===== src/logic/audio_settings.svh =====
//--------------------------------------------------------------------------
// Audio output stage settings
// Sample widths, synchronizer depth and I2S slot counter size shared by
// the packages and the RTL of the DAC output path
//--------------------------------------------------------------------------

`ifndef AUDIO_SETTINGS_SVH
`define AUDIO_SETTINGS_SVH

//--------------------------------------------------------------------------
// Sample widths
//--------------------------------------------------------------------------

// One incoming channel sample from the processing chain
`define AUDIO_IN_WIDTH 18

// One channel word on the link
// Saturation rule expects this to be one bit narrower than the input
`define AUDIO_OUT_WIDTH 17

//--------------------------------------------------------------------------
// Link side
//--------------------------------------------------------------------------

// Flops in each link clock synchronizer chain
`define I2S_SYNC_STAGES 2

// Bit counter inside one channel slot, covers slots up to 63 bits
`define I2S_SLOT_CNT_WIDTH 6

`endif


===== src/logic/audio_types_pkg.sv =====
//--------------------------------------------------------------------------
// Audio sample types
// Wide samples from the processing chain and narrow saturated samples
// that go out on the DAC link
//--------------------------------------------------------------------------

`default_nettype none

`include "audio_settings.svh"

package audio_types_pkg;

    //----------------------------------------------------------------------
    // Sample formats
    //----------------------------------------------------------------------

    // Two's complement sample as produced upstream
    typedef logic signed [`AUDIO_IN_WIDTH-1:0] sample_in_t;

    // Saturated sample, one channel word on the link
    // Range is 17'h10000 up to 17'h0FFFF
    typedef logic signed [`AUDIO_OUT_WIDTH-1:0] sample_out_t;

endpackage : audio_types_pkg

`default_nettype wire


===== src/logic/i2s_bus_pkg.sv =====
//--------------------------------------------------------------------------
// I2S link types
// Channel select encoding of the word clock and the slot bit counter
//--------------------------------------------------------------------------

`default_nettype none

`include "audio_settings.svh"

package i2s_bus_pkg;

    // Word clock level selects the channel
    // Low is left, high is right, as in standard I2S
    typedef enum logic {
        I2S_LEFT  = 1'b0,
        I2S_RIGHT = 1'b1
    } i2s_channel_e;

    // Counts bits already sent in the current channel slot
    typedef logic [`I2S_SLOT_CNT_WIDTH-1:0] slot_cnt_t;

endpackage : i2s_bus_pkg

`default_nettype wire


===== src/logic/i2s_dac_out.sv =====
//--------------------------------------------------------------------------
// I2S DAC output stage
// Saturates stereo samples to the link width and sends them to an
// external DAC over I2S, with the codec as link clock master
//--------------------------------------------------------------------------

`timescale 1ns/10ps
`default_nettype none

`include "audio_settings.svh"

module i2s_dac_out (
    // System clock on reset, asynchronous reset on clk
    input  logic                        reset,
    input  logic                        clk,
    // Samples from the processing chain
    input  logic                        sample_in_rdy,
    input  audio_types_pkg::sample_in_t sample_in_l,
    input  audio_types_pkg::sample_in_t sample_in_r,
    // Pulses when a pair is taken for a new frame
    output logic                        data_sampled,
    // I2S link
    input  logic                        bclk,
    input  logic                        lrclk,
    output logic                        dacda
);

    import audio_types_pkg::*;
    import i2s_bus_pkg::*;

    // Held pair between saturator and serializer
    sample_out_t  sat_l;
    sample_out_t  sat_r;
    // Synchronized link timing
    logic         bclk_fall;
    i2s_channel_e lrclk_sync;

    // Input side
    sample_saturator u_sample_saturator (
        .reset         (reset),
        .clk           (clk),
        .sample_in_rdy (sample_in_rdy),
        .sample_in_l   (sample_in_l),
        .sample_in_r   (sample_in_r),
        .sat_l         (sat_l),
        .sat_r         (sat_r)
    );

    // Link clocks into the system domain, rising edges not needed here
    i2s_edge_sync u_i2s_edge_sync (
        .reset      (reset),
        .clk        (clk),
        .bclk       (bclk),
        .lrclk      (lrclk),
        .bclk_rise  (),
        .bclk_fall  (bclk_fall),
        .lrclk_sync (lrclk_sync)
    );

    // Output side
    i2s_serializer u_i2s_serializer (
        .reset        (reset),
        .clk          (clk),
        .sat_l        (sat_l),
        .sat_r        (sat_r),
        .bclk_fall    (bclk_fall),
        .lrclk_sync   (lrclk_sync),
        .data_sampled (data_sampled),
        .dacda        (dacda)
    );

endmodule : i2s_dac_out

`default_nettype wire


===== src/logic/i2s_edge_sync.sv =====
//--------------------------------------------------------------------------
// I2S link clock synchronizer
// Brings the codec bit clock and word clock into the system clock domain
// and marks the bit clock edges with one-cycle pulses
//--------------------------------------------------------------------------

`timescale 1ns/10ps
`default_nettype none

`include "audio_settings.svh"

module i2s_edge_sync (
    // System clock on reset, asynchronous reset on clk
    input  logic                      reset,
    input  logic                      clk,
    // Link clocks from the codec, asynchronous
    input  logic                      bclk,
    input  logic                      lrclk,
    // Edge pulses and synchronized channel select
    output logic                      bclk_rise,
    output logic                      bclk_fall,
    output i2s_bus_pkg::i2s_channel_e lrclk_sync
);

    import i2s_bus_pkg::*;

    // Synchronizer chains, bit 0 samples the pin
    logic [`I2S_SYNC_STAGES-1:0] bclk_sync_q;
    logic [`I2S_SYNC_STAGES-1:0] lrclk_sync_q;
    // Last bit clock stage delayed once more for edge detection
    logic                        bclk_dly_q;

    always_ff @(posedge reset or posedge clk) begin
        if (clk) begin
            bclk_sync_q  <= '0;
            lrclk_sync_q <= '0;
            bclk_dly_q   <= 1'b0;
        end else begin
            // Equal depth keeps lrclk aligned with its launching bclk edge
            bclk_sync_q  <= {bclk_sync_q[`I2S_SYNC_STAGES-2:0], bclk};
            lrclk_sync_q <= {lrclk_sync_q[`I2S_SYNC_STAGES-2:0], lrclk};
            bclk_dly_q   <= bclk_sync_q[`I2S_SYNC_STAGES-1];
        end
    end

    //----------------------------------------------------------------------
    // Edge pulses
    //----------------------------------------------------------------------

    // New level high, old level low
    assign bclk_rise  = bclk_sync_q[`I2S_SYNC_STAGES-1] & ~bclk_dly_q;
    // New level low, old level high
    assign bclk_fall  = ~bclk_sync_q[`I2S_SYNC_STAGES-1] & bclk_dly_q;

    // Word clock level, already valid in the bclk_fall cycle that follows
    assign lrclk_sync = i2s_channel_e'(lrclk_sync_q[`I2S_SYNC_STAGES-1]);

endmodule : i2s_edge_sync

`default_nettype wire


===== src/logic/i2s_serializer.sv =====
//--------------------------------------------------------------------------
// I2S serializer
// Latches the held pair at each left frame start and shifts each channel
// word out MSB first on the bit clock falling edges, zero padded per slot
//--------------------------------------------------------------------------

`timescale 1ns/10ps
`default_nettype none

`include "audio_settings.svh"

module i2s_serializer (
    // System clock on reset, asynchronous reset on clk
    input  logic                         reset,
    input  logic                         clk,
    // Held pair from the saturator
    input  audio_types_pkg::sample_out_t sat_l,
    input  audio_types_pkg::sample_out_t sat_r,
    // Synchronized link timing
    input  logic                         bclk_fall,
    input  i2s_bus_pkg::i2s_channel_e    lrclk_sync,
    // Frame start marker and serial data to the DAC
    output logic                         data_sampled,
    output logic                         dacda
);

    import audio_types_pkg::*;
    import i2s_bus_pkg::*;

    // Bits of real data at the start of each slot
    localparam slot_cnt_t word_bits = slot_cnt_t'(`AUDIO_OUT_WIDTH);

    i2s_channel_e lr_prev_q;
    sample_out_t  frame_l_q;
    sample_out_t  frame_r_q;
    sample_out_t  shift_q;
    slot_cnt_t    slot_cnt_q;
    logic         load_q;
    logic         lr_change;
    logic         frame_start;
    logic         next_bit;

    //----------------------------------------------------------------------
    // Slot boundaries
    //----------------------------------------------------------------------

    // Word clock level differs from the one seen at the previous fall
    assign lr_change   = bclk_fall && (lrclk_sync != lr_prev_q);
    // Right to left change opens a new frame
    assign frame_start = lr_change && (lrclk_sync == I2S_LEFT);

    // Data bit while inside the word, zero padding after it
    assign next_bit = (slot_cnt_q < word_bits) ? shift_q[`AUDIO_OUT_WIDTH-1] : 1'b0;

    //----------------------------------------------------------------------
    // Frame registers
    //----------------------------------------------------------------------

    // Both channels taken together so a frame never mixes two pairs
    always_ff @(posedge reset or posedge clk) begin
        if (clk) begin
            frame_l_q    <= '0;
            frame_r_q    <= '0;
            data_sampled <= 1'b0;
        end else begin
            data_sampled <= frame_start;
            if (frame_start) begin
                frame_l_q <= sat_l;
                frame_r_q <= sat_r;
            end
        end
    end

    //----------------------------------------------------------------------
    // Shift register and slot counter
    //----------------------------------------------------------------------

    always_ff @(posedge reset or posedge clk) begin
        if (clk) begin
            lr_prev_q  <= I2S_LEFT;
            load_q     <= 1'b0;
            shift_q    <= '0;
            slot_cnt_q <= '0;
            dacda      <= 1'b0;
        end else begin
            // Load one cycle after the change, frame registers are settled
            load_q <= lr_change;
            if (load_q) begin
                // lr_prev_q already holds the new channel here
                shift_q <= (lr_prev_q == I2S_LEFT) ? frame_l_q : frame_r_q;
            end else if (bclk_fall) begin
                shift_q <= shift_q << 1;
            end

            if (bclk_fall) begin
                lr_prev_q <= lrclk_sync;
                // Change edge still sends the last bit of the old slot
                dacda     <= next_bit;
                if (lr_change) begin
                    slot_cnt_q <= '0;
                end else if (slot_cnt_q != word_bits) begin
                    // Stops at the word length, rest of slot is padding
                    slot_cnt_q <= slot_cnt_q + 1'b1;
                end
            end
        end
    end

endmodule : i2s_serializer

`default_nettype wire


===== src/logic/sample_saturator.sv =====
//--------------------------------------------------------------------------
// Sample saturator
// Captures a stereo pair on the ready strobe and narrows each channel to
// the link width, clipping out-of-range values instead of wrapping
//--------------------------------------------------------------------------

`timescale 1ns/10ps
`default_nettype none

`include "audio_settings.svh"

module sample_saturator (
    // System clock on reset, asynchronous reset on clk
    input  logic                         reset,
    input  logic                         clk,
    // Upstream sample interface
    input  logic                         sample_in_rdy,
    input  audio_types_pkg::sample_in_t  sample_in_l,
    input  audio_types_pkg::sample_in_t  sample_in_r,
    // Held pair towards the serializer
    output audio_types_pkg::sample_out_t sat_l,
    output audio_types_pkg::sample_out_t sat_r
);

    import audio_types_pkg::*;

    //----------------------------------------------------------------------
    // Saturation rule
    //----------------------------------------------------------------------

    // Top two bits tell whether the value fits in one bit less
    // 01 is too large, 10 is too small, 00 and 11 fit
    function automatic sample_out_t saturate(input sample_in_t din);
        logic [1:0]  top_bits;
        sample_out_t dout;
        top_bits = din[`AUDIO_IN_WIDTH-1 -: 2];
        case (top_bits)
            // Largest positive code
            2'b01:   dout = {1'b0, {(`AUDIO_OUT_WIDTH-1){1'b1}}};
            // Most negative code
            2'b10:   dout = {1'b1, {(`AUDIO_OUT_WIDTH-1){1'b0}}};
            // In range, drop the redundant sign bit
            default: dout = {din[`AUDIO_IN_WIDTH-1], din[`AUDIO_OUT_WIDTH-2:0]};
        endcase
        return dout;
    endfunction

    //----------------------------------------------------------------------
    // Held pair
    //----------------------------------------------------------------------

    // Updated only on the strobe, a later strobe overwrites the pair
    always_ff @(posedge reset or posedge clk) begin
        if (clk) begin
            sat_l <= '0;
            sat_r <= '0;
        end else if (sample_in_rdy) begin
            sat_l <= saturate(sample_in_l);
            sat_r <= saturate(sample_in_r);
        end
    end

endmodule : sample_saturator

`default_nettype wire


===== config.mk =====
export PLATFORM = sky130hd
export DESIGN_NAME = i2s_dac_out
export DESIGN_NICKNAME = d
export VERILOG_FILES = /design/src/logic/audio_types_pkg.sv /design/src/logic/i2s_bus_pkg.sv /design/src/logic/i2s_dac_out.sv /design/src/logic/i2s_edge_sync.sv /design/src/logic/i2s_serializer.sv /design/src/logic/sample_saturator.sv
export VERILOG_INCLUDE_DIRS = /design/src /design/src/logic
export SDC_FILE = /design/constraint.sdc
export NUM_CORES = 1
export LEC_CHECK = 0
export BUFFER_PORTS_ARGS = -buffer_cell sky130_fd_sc_hd__buf_2
export CAP_MARGIN = 20
export CORE_MARGIN = 1
export CORE_UTILIZATION = 35
export CTS_CLUSTER_SIZE = 30
export DETAILED_ROUTE_END_ITERATION = 8
export HOLD_SLACK_MARGIN = 0.12
export SLEW_MARGIN = 20
export SYNTH_ARGS = -nofsm -noshare
export SYNTH_HDL_FRONTEND = slang
export SYNTH_SLANG_ARGS = --single-unit

===== constraint.sdc =====
create_clock -name reset -period 8.4 [get_ports reset]
set_clock_uncertainty 0.1 [all_clocks]
set_input_delay 0.42 -clock reset [delete_from_list [all_inputs] [get_ports reset]]
set_output_delay 0.42 -clock reset [all_outputs]
set_load 0.1 [all_outputs]

# Yosys cells after proc, flatten, opt, wreduce, memory -nomap -nowiden
# Cells that the tools add are included.
# word_totals
reg_bits,100
out_inout_bits,2
in_bits,41
word_cells,37
# classes
bitwise,3
magnitude_cmp,1
reduce_logical,5
n_eq_ne,6
n_addsub,1
n_mux,8
# op_table
op,n
case mux 17 bit (2 select lines),2
2-to-1 mux 17 bit,3
2-to-1 mux 6 bit,2
"adder 6 x 1 -> 6 bit, second input constant",1
"< comparator 6 x 5 -> 1 bit, second input constant",1
"!= test 6 x 5 -> 1 bit, second input constant",1
"equality test 2 x 1 -> 1 bit, second input constant",2
"equality test 2 bit, second input constant",2
nonzero test 2 bit,2
logical AND 1 bit,2
inverter 1 bit,2
AND reduction 2 bit,1
AND 1 bit,1
2-to-1 mux 1 bit,1
!= test 1 bit,1

# Logic depth before layout (Yosys ltp)
# logic_depth
ltp_word,5
mapped_depth,8
depth_no_buf,5

# Cells and area by module
# Synthesis repeated with hierarchy kept, for this count alone.
# hier_totals
cells_unflattened,390
area_unflattened_um2,4785.8
# modules_own_cells
module,cells_per_inst,area_per_inst_um2,seq_area_each_um2,instances
i2s_serializer,219,2776.4,1526.5,1
sample_saturator,163,1865.5,850.8,1
i2s_edge_sync,8,143.9,125.1,1

# Worst setup path before layout
# OpenSTA, ideal clock, no wires.
# synth_path
path_type,input port to flip-flop
startpoint,in sample_in_l[16]
endpoint,reg u_sample_saturator.sat_l[0]
arrival_ps,1611
cell_stages,8
path_slack_ps,6612
setup_ps,77
required_time_ps,8223
n_path_buf,3
path_cell_list,inv_1 ha_1 clkbuf_1 nor2b_1 clkbuf_1 buf_2 a21oi_1 a21oi_1
# synth_between
elab_chain_len,2
elab_cells_between_ends,3
classes_between,eq/ne: 2; mux: 1
# synth_lines
item,line_no,rtl
from (decl),i2s_dac_out.sv:18,"input audio_types_pkg::sample_in_t sample_in_l,"
equality test 2 bit / equality test 2 x 1 -> 1 bit (equally long branches),sample_saturator.sv:37,case (top_bits)
case mux 17 bit (2 select lines) *,sample_saturator.sv:37,
to (signal assigned),sample_saturator.sv:58,sat_l <= saturate(sample_in_l);
to (decl),sample_saturator.sv:21,"output audio_types_pkg::sample_out_t sat_l,"
# Mark *: on every way between the ends. The rest lies on a longest branch, timed or not.
# A chain may end at the register's enable or synchronous reset.

# Final worst setup path
# layout_path
startpoint,reg u_i2s_edge_sync.bclk_sync_q[1]
endpoint,reg u_i2s_serializer.frame_r_q[7]
# layout_between
elab_chain_len,4
# layout_lines
item,line_no,rtl
from (decl),i2s_edge_sync.sv:28,logic [`I2S_SYNC_STAGES-1:0] bclk_sync_q;
from (signal assigned),i2s_edge_sync.sv:40,"bclk_sync_q <= {bclk_sync_q[`I2S_SYNC_STAGES-2:0], bclk};"
inverter 1 bit,i2s_edge_sync.sv:53,assign bclk_fall = ~bclk_sync_q[`I2S_SYNC_STAGES-1] & bclk_dly_q;
AND 1 bit,i2s_edge_sync.sv:53,
logical AND 1 bit,i2s_serializer.sv:48,assign lr_change = bclk_fall && (lrclk_sync != lr_prev_q);
logical AND 1 bit,i2s_serializer.sv:50,assign frame_start = lr_change && (lrclk_sync == I2S_LEFT);
to (signal assigned),i2s_serializer.sv:69,frame_r_q <= sat_r;
to (decl),i2s_serializer.sv:35,sample_out_t frame_r_q;
# Every way passes these cells.

==> out/results.ini <==
[finish]
n_antenna_cell = 0
drive_gt1_share_pct = 23.77
nFillCells = 1209
final_util_pct = 41.57
areaGrowthSynthToFinish_pct = 14.97
layout.nets = 451
final_area_mm2 = 0.005035

[cts]
cts_buffers = 9
clkTransAtPathRegs_ps = 70
clock-sinks = 100
cts_max_level = 3
cts_tree = yes
postCtsSetupRepairBufs = 0
cts_buffer_depth = 2
cts_root_buffer = clkbuf_16
clk_latency_ps = 340
cts-resized-gates = 0

[pwr]
comb_power_share_pct = 18.6
p_per_area_mw_per_mm2 = 269.7
p_int_uw = 978.8
power_mw = 1.358
pwr-share-clk_pct = 30.8
p_sw_share_pct = 27.92
seqPwrFrac_pct = 50.6
p_sw_uw = 379.1
leakagePower_nw = 2.290
ir_worst_vdd_uv = 99.38

[critical_path]
critPathArrivalTime_ps = 2240
worstPathRequired_ps = 8520
end_kind = flop
cp-start-kind = flop
worstSetupPathType = flop to flop
critPathMaxFanout = 35

[drt]
avgViaCountPerCell = 4.826
wl_um = 8582
ant_nets = 0
drt-pass1-iter-count = 4
vias = 2780
wl_per_cell_um = 14.90
drtIter0Drc = 143
drcViolationCount = 0

[status]
status = finished clean

[grt]
grt_pass1_wl_um = 14430
overflow = 0
grt_use_total_pct = 14.72
grt_max_degree = 69
antenna_found_initial = 0
first_global_vias = 2806

[synthesis]
synth-compound-area-share_pct = 9.400
synth_cell_type_count = 30
synthMuxAreaShare_pct = 20.89
postSynth.asyncResetShare_pct = 100.0
synth_flop_cell = dfrtp_1
postSynthAreaPerCell_um2 = 11.87
syn_area_mm2 = 0.004379
netlist_top_cells_area = dfrtp_1, mux2i_1, mux2_2
synth-seq-cells = 100
synthXorXnorAreaFrac_pct = 0.4000
synth-edff-count = 0
yosys.area_share.simple_pct = 6.229
synth_top_family_by_area = multiplexers
synth_warnings = 0
synthTopCellsByCount = dfrtp_1, a21oi_1, mux2i_1, nor2_1, mux2_2
yosys.cell_count.top_type = dfrtp_1
synth_top_area_share_pct = 57.14
yosys.area.top_type = dfrtp_1
synth-seq-area-share_pct = 57.14
synth_fa_ha_area_share_pct = 2.000
postSynthCellCount = 369
syn_nets = 417

[timing]
finalMaxSlewViolations = 0
fin_crit_sh_pct = 25.15
finalSetupTns_ps = 0
setup_viol = 0
period_needed_ps = 2113
relSlewSlack_pct = 30.72
hold_viol_final = 0
rsz0062_at_grt = false
max_freq_mhz = 473.3
tightestPinTransition_ps = 1037

[die]
start_util_pct = 36.16
die-area_mm2 = 0.01296
die_y_um = 113.9
coreArea_mm2 = 0.01211
num_rows = 40
io_pins = 43
die_x_um = 113.9

[placement]
io_buffers = 42
gp_congestion = 0.7566
post-dp-hpwl_um = 5628
dpl_cell_area_mm2 = 0.004700

[worst_hold_path]
hp-class = flop to flop

[run]
maxCapViolations = 0

[path summary, 6_finish.rpt]
kind	start	end	slack, ps	depth (start not counted)
max	u_i2s_edge_sync.bclk_sync_q[1]	u_i2s_serializer.frame_r_q[7]	6290	5
min	u_i2s_edge_sync.lrclk_sync_q[0]	u_i2s_edge_sync.lrclk_sync_q[1]	250	0
max reg2reg	u_i2s_edge_sync.bclk_sync_q[1]	u_i2s_serializer.frame_r_q[7]	6290	5
min reg2reg	u_i2s_edge_sync.lrclk_sync_q[0]	u_i2s_edge_sync.lrclk_sync_q[1]	250	0
max in group asynchronous	clk	u_sample_saturator.sat_r[12]	6460	4
min in group asynchronous	clk	u_i2s_serializer.frame_r_q[5]	540	3
[cells by family after synthesis]
family                   after synthesis
buffers and inverters                 36
AO/OA/AOI/OAI                         79
flip-flops                           100
XOR/XNOR                               2
adder cells (fa/ha/maj)                7
multiplexers                          87
AND/OR/NAND/NOR                       58
[final cells by class]
| type | count | area [µm²] | area share [%] |
|---|---|---|---|
| clock buffer | 11 | 242.7 | 4.821 |
| multi-input combinational | 233 | 1707 | 33.90 |
| timing repair buffer | 49 | 272.8 | 5.418 |
| sequential | 100 | 2502 | 49.70 |
| clock inverter | 5 | 60.06 | 1.193 |
| tap | 168 | 210.2 | 4.175 |
| inverter | 10 | 40.04 | 0.7952 |
[through the flow]
stage | setup WS, ps | hold WS, ps | cells
CTS | 6279 | 249.9 | 576
floorplan | 5261 | 231.2 | 369
global route | 6130 | 254.4 | 576
global placement | 5492 | 233.3 | 557
finish | 6287 | 250.0 | 576
detailed placement | 5930 | 235.5 | 557
[routing by layer]
| layer | vias to the layer above | share of wire, % | routed length [µm] | global-route usage [%] |
|---|---|---|---|---|
| li1 | 1348 | - | - | - |
| met1 | 1380 | 48 | 4112 | 20.37 |
| met2 | 43 | 47 | 4033 | 22.64 |
| met3 | 9 | 3.8 | 330 | 3.188 |
| met4 | 0 | 1.2 | 106 | 5.714 |
| met5 | - | 0 | 0 | 0 |
[power groups by stage]
stage	clock [mW]	sequential, mW	combinational (mW)
2_1_floorplan	0	0.681	0.196
3_3_place_gp	0	0.694	0.248
3_5_place_dp	0	0.698	0.255
4_1_cts	0.429	0.689	0.257
5_1_grt	0.451	0.707	0.283
6_report	0.418	0.687	0.252
[flip-flops by register name, summed over array words and instances (netlist names)]
| signal | cells |
|---|---|
| u_i2s_serializer.dacda | 1 |
| u_i2s_serializer.slot_cnt_q | 6 |
| u_i2s_serializer.frame_r_q | 17 |
| u_i2s_edge_sync.bclk_dly_q | 1 |
| u_i2s_serializer.load_q | 1 |
| u_sample_saturator.sat_l | 17 |
| u_i2s_serializer.shift_q | 17 |
| u_sample_saturator.sat_r | 17 |
| u_i2s_edge_sync.bclk_sync_q | 2 |
| u_i2s_edge_sync.lrclk_sync_q | 2 |
| u_i2s_serializer.frame_l_q | 17 |
| u_i2s_serializer.lr_prev_q | 1 |
| u_i2s_serializer.data_sampled | 1 |
[worst max-delay path: stages, from the launching register on]
cell      delay [ps]
dfrtp_1          420
nand2b_1         160
buf_4            250
nor3b_4          200
buf_4            440
mux2_2           400
[cells in the final DEF (no fill, tap or decap), types with 2 or more instances in the layout]
| cell | Yosys | final |
|---|---|---|
| a211o_1 | 2 | 2 |
| a21oi_1 | 68 | 68 |
| buf_2 | 6 | 41 |
| buf_4 | 0 | 5 |
| clkbuf_16 | 0 | 9 |
| dfrtp_1 | 100 | 100 |
| dlygate4sd3_1 | 0 | 3 |
| ha_1 | 7 | 7 |
| inv_1 | 10 | 9 |
| mux2_1 | 2 | 2 |
| mux2_2 | 33 | 33 |
| mux2i_1 | 52 | 52 |
| nand2_1 | 7 | 7 |
| nand2b_1 | 2 | 2 |
| nand3_1 | 3 | 3 |
| nor2_1 | 36 | 36 |
| nor2b_1 | 3 | 2 |
| nor3b_1 | 2 | 2 |
| o21ai_0 | 5 | 5 |
[what timing repair did]
action                                 4_1_cts  5_1_grt
hold buffers                                 3        0
endpoints found under the hold margin       35        0
setup endpoints to repair                    0        0
No activity file was read; power rests on OpenSTA's default activity.
